==> src/rv_pkg.sv <==
package rv_pkg;

    localparam int XLEN = 32;

    typedef logic [XLEN-1:0] word_t;
    typedef logic [4:0]      reg_addr_t;

    // base opcodes
    localparam logic [6:0] OPC_LOAD   = 7'b0000011;
    localparam logic [6:0] OPC_STORE  = 7'b0100011;
    localparam logic [6:0] OPC_OP     = 7'b0110011;
    localparam logic [6:0] OPC_OP_IMM = 7'b0010011;

    localparam logic [2:0] F3_ADD = 3'b000; // add, sub, addi
    localparam logic [2:0] F3_XOR = 3'b100;
    localparam logic [2:0] F3_OR  = 3'b110;
    localparam logic [2:0] F3_AND = 3'b111;
    localparam logic [2:0] F3_LW  = 3'b010;
    localparam logic [2:0] F3_SW  = 3'b010;

    localparam logic [6:0] F7_ADD = 7'b0000000;
    localparam logic [6:0] F7_SUB = 7'b0100000;

    typedef struct packed {
        logic [6:0] funct7;
        reg_addr_t  rs2;
        reg_addr_t  rs1;
        logic [2:0] funct3;
        reg_addr_t  rd;
        logic [6:0] opcode;
    } inst_r_t;

    typedef struct packed {
        logic [11:0] imm;
        reg_addr_t   rs1;
        logic [2:0]  funct3;
        reg_addr_t   rd;
        logic [6:0]  opcode;
    } inst_i_t;

    typedef struct packed {
        logic [6:0] imm_hi;
        reg_addr_t  rs2;
        reg_addr_t  rs1;
        logic [2:0] funct3;
        logic [4:0] imm_lo;
        logic [6:0] opcode;
    } inst_s_t;

    // same instruction word, three field layouts
    typedef union packed {
        inst_r_t r;
        inst_i_t i;
        inst_s_t s;
    } rv_inst_u;

    typedef enum logic [2:0] {ALU_ADD, ALU_SUB, ALU_AND, ALU_OR, ALU_XOR} alu_op_e;
    typedef enum logic [1:0] {OP2_RS2, OP2_IMI, OP2_IMS} op2_sel_e;
    typedef enum logic {WB_ALU, WB_MEM} wb_sel_e;

    typedef struct packed {
        alu_op_e  alu_op;
        op2_sel_e op2_sel;
        logic     mem_wen;
        logic     mem_ren;
        logic     rf_wen;
        wb_sel_e  wb_sel;
    } ctrl_t;

    typedef struct packed {
        logic  req;
        logic  we;
        word_t addr;
        word_t wdata;
    } mem_req_t;

endpackage

==> src/mem_arbiter.sv <==
module mem_arbiter import rv_pkg::*; (
    input  mem_req_t core_req_i,
    input  mem_req_t host_req_i,
    output mem_req_t mem_req_o,
    output logic     host_gnt_o
);

    // fixed priority, core first
    // a host request that loses is dropped and must be retried
    always_comb begin
        if (core_req_i.req) begin
            mem_req_o  = core_req_i;
            host_gnt_o = 1'b0;
        end else begin
            mem_req_o  = host_req_i;
            host_gnt_o = host_req_i.req;
        end
    end

endmodule

==> config.mk <==
export PLATFORM = sky130hd
export DESIGN_NAME = mem_arbiter
export DESIGN_NICKNAME = d
export VERILOG_FILES = /design/src/rv_pkg.sv /design/src/mem_arbiter.sv
export SDC_FILE = /design/constraint.sdc
export NUM_CORES = 1
export LEC_CHECK = 0
export ABC_AREA = 1
export BUFFER_PORTS_ARGS = -buffer_cell sky130_fd_sc_hd__buf_2
export CORE_AREA = 2 2 78 80
export DETAILED_ROUTE_END_ITERATION = 16
export DIE_AREA = 0 0 80 82
export GPL_TIMING_DRIVEN = 0
export SYNTH_ARGS = -nofsm -noshare
export SYNTH_HDL_FRONTEND = slang
export SYNTH_SLANG_ARGS = --single-unit
==> constraint.sdc <==
create_clock -name vclk -period 0.8
set_input_delay 0.04 -clock vclk [all_inputs]
set_output_delay 0.04 -clock vclk [all_outputs]
set_load 0.01 [all_outputs]
==> metrics.yaml <==
chipWidth_um: 80
yosysSeqAreaShare_pct: 0
startpoint_type: "input pin"
die_area_um2: 6560
synth_top_area_share_pct: 88.2
cp.arrival_ns: 0.74
yosysWarnings: 0
synth_compound_area_share_pct: 0
layout_setup_ws_ns: 0.0213
cp.buffers_inverters: 5
critPathMaxStageDelay_ns: 0.14
regArea_um2: 0
outcome: "completed"
vdd_drop_max_uv: 243
final_nets: 554
detail-route-antenna-nets: 0
synthXorXnorAreaFrac_pct: 0
fin_area_um2: 2210
ios: 199
n_fill_cell: 655
max_slew_margin_pct: 88.1
rows: 28
drive_gt1_share_pct: 53.1
grt_pass1_wl_um: 7090
io_buffers: 199
overflow: 0
num-clock-buffers: 0
synthAdderAreaFrac_pct: 0
setup_viol: 0
instances_no_fill: 495
yosysMostFrequentCell: "nand2_1"
powerDensity_nw_per_um2: 573
drc_errors: 0
yosysTopAreaCell: "nand2_1"
drt_iter0_drc: 28
core_um2: 5750
wirelength_um: 4960
pre_cts_slack_ns: -0.197
grt_max_degree: 11
via_per_inst: 3.84
place_congestion: 0.692
path_cells: "buf_12 > clkinv_8 > buf_12 > clkbuf_16 > nand2_1 > nand2_1 > buf_2"
endpoint_kind: "output pin"
timing.fmax_mhz: 1280
slew_violations: 0
routed-via-count: 1903
dp_cells: 487
dr.pass1.iters: 4
post-dp-hpwl_um: 4030
finalHoldViolCount: 0
syn-num-nets: 345
dpl_cell_area_um2: 1920
hold_class: "in2out"
syn_inst: 213
critical_path_class: "in2out"
synth.avg_cell_area_um2: 3.92
critPathSlowestCell: "buf_12"
antenna_cells: 0
finalCriticalPeriod_ns: 0.779
critPathMaxFanout: 5
cap_violations: 0
ys_top_cells_by_area: "nand2_1 88%, buf_4 7.2%, buf_2 2.4%, clkbuf_1 0.90%, inv_1 0.45%"
grt_antenna_before_repair: 0
first_global_vias: 1639
die_h_um: 82
grt_use_total_pct: 12.7
wire_per_inst_um: 10.0
synth_common_cells: "196 x nand2_1, 8 x buf_4, 4 x buf_2"
synthMuxAreaShare_pct: 0
crit_family: "buffers and inverters"
synth_area_um2: 835
synth_cell_types: 7
synth_top_family_by_area: "simple AND/OR/NAND/NOR gates"
final_util_pct: 38.5
tightest_slew_ns: 0.179
syn2layout_area_growth_pct: 165
crit_required_ns: 0.76
rsz0062_at_grt: "yes"
leakagePower_nw: 1.57
synthSimpleGateAreaFrac_pct: 88.6
seq_cells: 0
start_util_pct: 14.5
fin_crit_sh_pct: 97.3
## logic make-up after synthesis
kind of cell / count (synthesis)
buffers and inverters: 16
and+or+nand+nor: 197
## placed cells by master, fill, tap and decap left out
master and instances:
buf_12 3, buf_2 197, buf_4 2, buf_6 6, buf_8 4, clkbuf_16 6, clkbuf_2 1, clkbuf_4 2
clkinv_8 1, inv_1 1, nand2_1 195, nand2_2 1, nor2_1 1
## per-layer routing
metal	vias up	part of all wire [%]	track usage, %
met5	-	0	0
met4	0	0	0.169
met3	0	8.8	1.10
met2	98	51	25.4
met1	766	41	15.4
li1	1039	-	-
## report_power, final
part	switching [mW]	leakage, nW	internal [mW]
combinational	0.593	1.57	0.677
sequential	0	0	0
clock	0	0	0
total	0.593	1.57	0.677
## worst paths after layout
path	depth (start not counted)	end	startpoint	slack (ns)
setup / recovery	7	mem_req_o[30]	core_req_i[65]	0.02
hold / removal	4	mem_req_o[17]	host_req_i[17]	0.35
## per-stage QoR
step / power [mW] / setup TNS, ns / hold WS [ns]
final: 1.27 / 0 / 0.349
after global routing: 1.42 / -0.00561 / 0.362
after CTS: 1.16 / -0.00748 / 0.353
after detailed placement: 1.11 / -8.41 / 0.352
after global placement: 1.10 / -7.93 / 0.351
after floorplan: 0.492 / 0 / 0.185
## repair_timing
item / in CTS / in global routing
buffers inserted: 2 / 0
gates resized for setup: 17 / 19
endpoints found under the hold margin: 0 / 0
cloned: 0 / 6
hold buffers: 0 / 0
pin swaps: 0 / 1
endpoints found under the setup margin: 54 / 56
## final cells by class
type / instances / area (um2) / share of cell area [%]
buffer: 14 / 170 / 7.68
timing repair buffer: 207 / 1190 / 53.7
tap: 75 / 93.8 / 4.24
multi-input combinational: 197 / 742 / 33.5
inverter: 2 / 20.0 / 0.904
Note: power is estimated with default switching activity, not from simulation.
