===== config.mk =====
export PLATFORM = sky130hd
export DESIGN_NAME = rv_core
export DESIGN_NICKNAME = d
export VERILOG_FILES = /design/src/rv_pkg.sv /design/src/rv_core.sv /design/src/rv_decoder.sv /design/src/rv_execute.sv /design/src/rv_regfile.sv
export SDC_FILE = /design/constraint.sdc
export NUM_CORES = 2
export LEC_CHECK = 0
export ABC_AREA = 1
export ABC_CLOCK_PERIOD_IN_PS = 13100
export BUFFER_PORTS_ARGS = -buffer_cell sky130_fd_sc_hd__buf_4
export CAP_MARGIN = 25
export CORE_MARGIN = 5
export CORE_UTILIZATION = 42
export CTS_CLUSTER_DIAMETER = 200
export DETAILED_ROUTE_END_ITERATION = 6
export PLACE_DENSITY = 0.63
export SLEW_MARGIN = 20
export SYNTH_ARGS = -nofsm -noshare
export SYNTH_HDL_FRONTEND = slang
export SYNTH_SLANG_ARGS = --single-unit

===== constraint.sdc =====
create_clock -name clk -period 13.1 [get_ports clk]
set_input_delay 1.31 -clock clk [delete_from_list [all_inputs] [get_ports clk]]
set_output_delay 1.31 -clock clk [all_outputs]
set_load 0.02 [all_outputs]

===== src/rv_pkg.sv =====
package rv_pkg;

    localparam int XLEN = 32;

    typedef logic [XLEN-1:0] word_t;
    typedef logic [4:0]      reg_addr_t;

    // base opcodes
    localparam logic [6:0] OPC_LOAD   = 7'b0000011;
    localparam logic [6:0] OPC_STORE  = 7'b0100011;
    localparam logic [6:0] OPC_OP     = 7'b0110011;
    localparam logic [6:0] OPC_OP_IMM = 7'b0010011;

    localparam logic [2:0] F3_ADD = 3'b000; // add, sub, addi
    localparam logic [2:0] F3_XOR = 3'b100;
    localparam logic [2:0] F3_OR  = 3'b110;
    localparam logic [2:0] F3_AND = 3'b111;
    localparam logic [2:0] F3_LW  = 3'b010;
    localparam logic [2:0] F3_SW  = 3'b010;

    localparam logic [6:0] F7_ADD = 7'b0000000;
    localparam logic [6:0] F7_SUB = 7'b0100000;

    typedef struct packed {
        logic [6:0] funct7;
        reg_addr_t  rs2;
        reg_addr_t  rs1;
        logic [2:0] funct3;
        reg_addr_t  rd;
        logic [6:0] opcode;
    } inst_r_t;

    typedef struct packed {
        logic [11:0] imm;
        reg_addr_t   rs1;
        logic [2:0]  funct3;
        reg_addr_t   rd;
        logic [6:0]  opcode;
    } inst_i_t;

    typedef struct packed {
        logic [6:0] imm_hi;
        reg_addr_t  rs2;
        reg_addr_t  rs1;
        logic [2:0] funct3;
        logic [4:0] imm_lo;
        logic [6:0] opcode;
    } inst_s_t;

    // same instruction word, three field layouts
    typedef union packed {
        inst_r_t r;
        inst_i_t i;
        inst_s_t s;
    } rv_inst_u;

    typedef enum logic [2:0] {ALU_ADD, ALU_SUB, ALU_AND, ALU_OR, ALU_XOR} alu_op_e;
    typedef enum logic [1:0] {OP2_RS2, OP2_IMI, OP2_IMS} op2_sel_e;
    typedef enum logic {WB_ALU, WB_MEM} wb_sel_e;

    typedef struct packed {
        alu_op_e  alu_op;
        op2_sel_e op2_sel;
        logic     mem_wen;
        logic     mem_ren;
        logic     rf_wen;
        wb_sel_e  wb_sel;
    } ctrl_t;

    typedef struct packed {
        logic  req;
        logic  we;
        word_t addr;
        word_t wdata;
    } mem_req_t;

endpackage


===== src/rv_core.sv =====
module rv_core import rv_pkg::*; #(
    parameter word_t EXIT_PC = 32'h0000_0040
) (
    input  logic     clk,
    input  logic     rst_n,
    output word_t    i_addr_o,
    input  rv_inst_u inst_i,
    output mem_req_t d_req_o,
    input  word_t    d_rdata_i,
    output logic     exit_o
);

    word_t pc_q;
    ctrl_t ctrl;
    word_t imm_i;
    word_t imm_s;
    word_t rs1_data;
    word_t rs2_data;
    word_t alu_out;
    word_t wb_data;

    assign i_addr_o = pc_q;
    assign exit_o   = (pc_q == EXIT_PC); // pc freezes here, so exit holds

    always_ff @(posedge clk) begin
        if (!rst_n) begin
            pc_q <= '0;
        end else if (!exit_o) begin
            pc_q <= pc_q + 32'd4;
        end
    end

    rv_decoder u_decoder (
        .inst_i  (inst_i),
        .ctrl_o  (ctrl),
        .imm_i_o (imm_i),
        .imm_s_o (imm_s)
    );

    rv_regfile u_regfile (
        .clk        (clk),
        .rst_n      (rst_n),
        .rs1_addr_i (inst_i.r.rs1),
        .rs2_addr_i (inst_i.r.rs2),
        .rd_addr_i  (inst_i.r.rd),
        .rd_we_i    (ctrl.rf_wen && !exit_o),
        .rd_data_i  (wb_data),
        .rs1_data_o (rs1_data),
        .rs2_data_o (rs2_data)
    );

    rv_execute u_execute (
        .ctrl_i     (ctrl),
        .rs1_data_i (rs1_data),
        .rs2_data_i (rs2_data),
        .imm_i_i    (imm_i),
        .imm_s_i    (imm_s),
        .alu_out_o  (alu_out)
    );

    assign wb_data = (ctrl.wb_sel == WB_MEM) ? d_rdata_i : alu_out;

    // the data port stays free during reset so the host can preload memory
    always_comb begin
        d_req_o.req   = rst_n && !exit_o && (ctrl.mem_wen || ctrl.mem_ren);
        d_req_o.we    = ctrl.mem_wen;
        d_req_o.addr  = alu_out;
        d_req_o.wdata = rs2_data;
    end

endmodule


===== src/rv_decoder.sv =====
module rv_decoder import rv_pkg::*; (
    input  rv_inst_u inst_i,
    output ctrl_t    ctrl_o,
    output word_t    imm_i_o,
    output word_t    imm_s_o
);

    // unknown encodings retire as a no-op
    localparam ctrl_t CTRL_NOP = '{
        alu_op:  ALU_ADD,
        op2_sel: OP2_RS2,
        mem_wen: 1'b0,
        mem_ren: 1'b0,
        rf_wen:  1'b0,
        wb_sel:  WB_ALU
    };

    function automatic ctrl_t alu_ctrl(alu_op_e op, op2_sel_e sel);
        ctrl_t c;
        c         = CTRL_NOP;
        c.alu_op  = op;
        c.op2_sel = sel;
        c.rf_wen  = 1'b1;
        return c;
    endfunction

    always_comb begin
        ctrl_o = CTRL_NOP;
        case (inst_i.r.opcode)
            OPC_LOAD: begin
                if (inst_i.i.funct3 == F3_LW) begin
                    ctrl_o         = alu_ctrl(ALU_ADD, OP2_IMI);
                    ctrl_o.mem_ren = 1'b1;
                    ctrl_o.wb_sel  = WB_MEM;
                end
            end
            OPC_STORE: begin
                if (inst_i.s.funct3 == F3_SW) begin
                    ctrl_o         = alu_ctrl(ALU_ADD, OP2_IMS);
                    ctrl_o.rf_wen  = 1'b0; // address calc only
                    ctrl_o.mem_wen = 1'b1;
                end
            end
            OPC_OP: begin
                if (inst_i.r.funct7 == F7_ADD) begin
                    case (inst_i.r.funct3)
                        F3_ADD:  ctrl_o = alu_ctrl(ALU_ADD, OP2_RS2);
                        F3_XOR:  ctrl_o = alu_ctrl(ALU_XOR, OP2_RS2);
                        F3_OR:   ctrl_o = alu_ctrl(ALU_OR, OP2_RS2);
                        F3_AND:  ctrl_o = alu_ctrl(ALU_AND, OP2_RS2);
                        default: ctrl_o = CTRL_NOP;
                    endcase
                end else if (inst_i.r.funct7 == F7_SUB && inst_i.r.funct3 == F3_ADD) begin
                    ctrl_o = alu_ctrl(ALU_SUB, OP2_RS2);
                end
            end
            OPC_OP_IMM: begin
                case (inst_i.i.funct3)
                    F3_ADD:  ctrl_o = alu_ctrl(ALU_ADD, OP2_IMI);
                    F3_XOR:  ctrl_o = alu_ctrl(ALU_XOR, OP2_IMI);
                    F3_OR:   ctrl_o = alu_ctrl(ALU_OR, OP2_IMI);
                    F3_AND:  ctrl_o = alu_ctrl(ALU_AND, OP2_IMI);
                    default: ctrl_o = CTRL_NOP;
                endcase
            end
            default: ctrl_o = CTRL_NOP;
        endcase
    end

    assign imm_i_o = {{(XLEN-12){inst_i.i.imm[11]}}, inst_i.i.imm};
    // store offset is split around rs1/rs2
    assign imm_s_o = {{(XLEN-12){inst_i.s.imm_hi[6]}}, inst_i.s.imm_hi, inst_i.s.imm_lo};

endmodule


===== src/rv_execute.sv =====
module rv_execute import rv_pkg::*; (
    input  ctrl_t ctrl_i,
    input  word_t rs1_data_i,
    input  word_t rs2_data_i,
    input  word_t imm_i_i,
    input  word_t imm_s_i,
    output word_t alu_out_o
);

    word_t op2;

    always_comb begin
        case (ctrl_i.op2_sel)
            OP2_IMI: op2 = imm_i_i;
            OP2_IMS: op2 = imm_s_i;
            default: op2 = rs2_data_i;
        endcase
    end

    // op1 is always rs1 in this subset
    always_comb begin
        case (ctrl_i.alu_op)
            ALU_ADD: alu_out_o = rs1_data_i + op2;
            ALU_SUB: alu_out_o = rs1_data_i - op2;
            ALU_AND: alu_out_o = rs1_data_i & op2;
            ALU_OR:  alu_out_o = rs1_data_i | op2;
            ALU_XOR: alu_out_o = rs1_data_i ^ op2;
            default: alu_out_o = '0;
        endcase
    end

endmodule


===== src/rv_regfile.sv =====
module rv_regfile import rv_pkg::*; (
    input  logic      clk,
    input  logic      rst_n,
    input  reg_addr_t rs1_addr_i,
    input  reg_addr_t rs2_addr_i,
    input  reg_addr_t rd_addr_i,
    input  logic      rd_we_i,
    input  word_t     rd_data_i,
    output word_t     rs1_data_o,
    output word_t     rs2_data_o
);

    word_t regs [32];

    always_ff @(posedge clk) begin
        if (!rst_n) begin
            for (int k = 0; k < 32; k++) begin
                regs[k] <= '0;
            end
        end else if (rd_we_i && rd_addr_i != '0) begin // x0 stays zero
            regs[rd_addr_i] <= rd_data_i;
        end
    end

    assign rs1_data_o = (rs1_addr_i == '0) ? '0 : regs[rs1_addr_i];
    assign rs2_data_o = (rs2_addr_i == '0) ? '0 : regs[rs2_addr_i];

endmodule


==> out/results.env <==
VIA_COUNT_NORMALIZED_BY_INSTANCE_COUNT=6.27
CLOCK_SKEW_NS=0.0721
CLOCK_SINKS=1054
INITIAL_CELL_DENSITY_OF_THE_CORE=0.423
CRIT_PATH_END_KIND='output port'
DR.PASS1.ITERS=7
GRT_FIRST_PASS_WIRELENGTH_MM=363
CLOCK_INSERTION_DELAY_WORST_SKEW_NS=0.79
DIEAREA_UM2=154000
COMB_PWR_SHARE=0.239
NUMBER_OF_TOP_LEVEL_PINS=165
POST_SYN_AREA_UM2=61500
PERIOD_MINUS_SLACK_NS=9.52
NUMCTSBUFFERS=112
STDCELL_AREA_UM2=68000
FINALSETUPVIOLATIONS=0
SEQ_AREA_FRAC_SYNTH=0.510
MAX_FREQ_GHz=0.105
FINAL-HOLD-VIOLATION-COUNT=0
DRT_ITER0_DRC=8974
DOMINANTREGCELLSYNTH='edfxtp_1'
POST_CTS_HOLD_BUFFER_COUNT=0
CP.BUFFERS_INVERTERS=8
SYNTHTOLAYOUTAREAGROWTH_PCT=10.4
CLOCK_TREE_ROOT='clkbuf_16'
CRITICAL_PATH.REG2REG.STARTPOINT='u_regfile.regs[17][1]'
WL_PER_CELL_UM=26.7
POWER.SWITCHING_W=0.00316
CRITPATHARRIVALTIME_NS=8.21
ANT_NETS=0
CORE_AREA_UM2=146000
TIMING_MAX_TRANSITION_VIOLATIONS_FINAL=0
LEAKAGE_POWER_nW=26.3
VIAS=58900
SLOWEST_STAGE='nor2_4'
SYNTH.AREA.TOP_CELLS='edfxtp_1 50%, nor2_1 10%, nand2_1 9.5%, nand3_1 7.9%, o21ai_0 5.2%'
CP_NUM_CELLS=33
POST_SYNTH_NUM_CELL_TYPES=53
HOLD_PATH_CLASS='flop to flop'
FIRST_GLOBAL_VIAS=56100
CLOCKPOWERSHARE=0.350
CRITPATHLAUNCH='inst_i[3]'
FINAL_CORE_UTIL=0.467
PWR_DENSITY_CELL_nW_PER_UM2=138
WORSTPATHMAXFANOUT=19
CLOCK_PATH_BUFFERS=3
FINISH.NET_COUNT=7547
CRITICAL_PATH_REQUIRED_NS=11.79
FINALCRITPERIODSHARE=0.727
ANTENNA_FOUND_INITIAL=4
CTS_TREE='done'
DRIVE_ABOVE_1_SHARE=0.0852
MAXSLEWHEADROOM=0.318
SYN_INST=7571
PLACED_AREA_UM2=64100
PEAKVDDDROP_V=0.000179
SWSHARE=0.338
YOSYSTOPAREACELLSHARE=0.500
OUTCOME='finished, final reports clean'
DIE_W_UM=393
FINALSETUPTNS_NS=0
WORST_HOLD_STARTPOINT='i_addr_o[23]'
SYNTHESIS.YOSYS.WARNINGS=0
CP-START-KIND='input pin'
NUMPORTBUFFERS=162
PATH_CLK_SLEW_NS=0.06
CONGESTION_OVERFLOW_GR=0
ROWS=140
SEQ_POWER_SHARE=0.411
N_FILL_CELL=13700
SYNTH.FF_LATCH_COUNT=1054
POST-CTS-SETUP-BUFFERS=0
INTERNAL_POWER_W=0.00620
ROUTE.FINAL.WIRE_LENGTH_MM=251
CTS-RESIZED-GATES=0
DIE_Y_UM=393
SYNTH_LARGEST_AREA_CELL='edfxtp_1'
SYNTH_EDF_COUNT=1024
TRACK_USAGE=0.315
WORST_HOLD_PATH_CELL_COUNT=2
HTREE_NUM_LEVELS=3
CRITICAL_PATH.MOST_COMMON_CELL='nor2_1'
UNREPAIRED_SETUP_ENDPOINTS_AFTER_GLOBAL_ROUTING='false'
CP_SLOWEST_STAGE_DELAY_NS=0.77
GLOBALPLACE.CONGESTION=0.968
TIMING.CRITICAL_PATH.MAX_DELAY_FAMILY='simple AND/OR/NAND/NOR gates'
POST_SYNTHESIS_AREA_PER_INSTANCE_UM2=8.13
REMAINING_DRC_ERRORS=0
PLACE_HPWL_MM=146
WORST_TRAN_PIN_VALUE_NS=1.02
PATH_CLASS='input pin to output port'
GRT_START_MAX_NET_PINS=163
YS_ASYNC_SR_FRACTION=0
REG2REGPATHDEPTH=30
MAX-CAP-VIOLATIONS=0
-- registers in the layout (all words and copies together) (netlist names) --
name / cells
i_addr_o: 30
u_regfile.regs: 1024
-- power by group through the flow --
stage	registers, W	logic (W)	clock network (W)
floorplan	0.00391	0.00133	0
global placement	0.00392	0.00213	0
detailed placement	0.00392	0.00217	0
CTS	0.00385	0.00218	0.00329
global route	0.00386	0.00236	0.00344
finish	0.00385	0.00224	0.00327
-- cell usage after synthesis, drive strengths merged (5+ instances only) --
master,count
mux2i,11
a21oi,81
o21ai,673
o211ai,43
a31oi,19
nor3,43
buf,296
o221ai,205
o31ai,7
nand2,1557
o2111ai,5
clkinv,5
inv,224
clkbuf,367
nor4,15
nor2,1704
o22ai,65
dfxtp,30
nand4,37
nand3,972
a221oi,11
ha,100
edfxtp,1024
and3,15
xor2,33
-- through the flow --
stage / cells / hold WS, ns / power, W / worst slack [ns]
after global placement: 9176 / 0.488 / 0.00605 / 3.46
after CTS: 9391 / 0.507 / 0.00932 / 3.33
after detailed placement: 9180 / 0.496 / 0.00609 / 3.35
after floorplan: 7604 / 0.547 / 0.00524 / 5.72
after global routing: 9394 / 0.557 / 0.00966 / 2.89
final: 9396 / 0.506 / 0.00937 / 3.58
-- placed cells by master, fill, tap and decap left out, types with 14 or more instances in the layout --
cell type	count
nor2_2	35
a31oi_1	19
xor2_1	33
nand2_2	50
clkinv_1	24
buf_4	304
dfxtp_1	30
nor2_1	1668
clkbuf_16	116
nand2_1	1505
clkbuf_1	26
clkinv_2	22
o21ai_2	22
conb_1	34
ha_1	100
nor4_1	14
nand4_1	37
o221ai_1	205
edfxtp_1	1024
o21ai_1	20
nand3_1	966
inv_1	215
o21ai_0	631
o22ai_1	65
o211ai_1	43
and3_1	15
nor3_1	39
a21oi_1	81
-- routing by layer --
layer	vias to the layer above	part of all wire	GRT usage
met1	28000	0.36	0.405
met4	2	0.069	0.188
met3	937	0.13	0.0771
met2	4444	0.44	0.483
li1	25600	-	-
met5	-	0.000036	0
-- layout make-up --
type | count | area [µm²] | area share
diodes | 2 | 5.00 | 0.0000737
clock buffers | 148 | 3070 | 0.0452
clock inverters | 63 | 677 | 0.00996
inverters | 229 | 902 | 0.0133
multi-input cells | 5658 | 26900 | 0.396
flip-flops and latches | 1054 | 31400 | 0.461
well taps | 1917 | 2400 | 0.0353
repair buffers | 325 | 2670 | 0.0393
-- path summary, 6_finish.rpt --
| check | to | slack (ns) |
|---|---|---|
| min | i_addr_o[24] | 0.51 |
| max reg2reg | u_regfile.regs[23][31] | 7.04 |
| min reg2reg | i_addr_o[24] | 0.51 |
| max | d_req_o[62] | 3.58 |
-- tightest hold or removal path: stages (launching register included) --
cell and delay [ns]:
dfxtp_1 0.33, nand2_1 0.07, a211oi_1 0.05
-- cells by family after synthesis --
logic type	Yosys count	synth area share
compound gates	1126	0.110
xor+xnor	35	0.00498
fa+ha+maj	101	0.0207
buf+inv	892	0.0615
flops	1054	0.510
mux	11	0.00179
other cells	1	0.0000610
simple gates	4351	0.292
(Power assumes the default switching activity.)
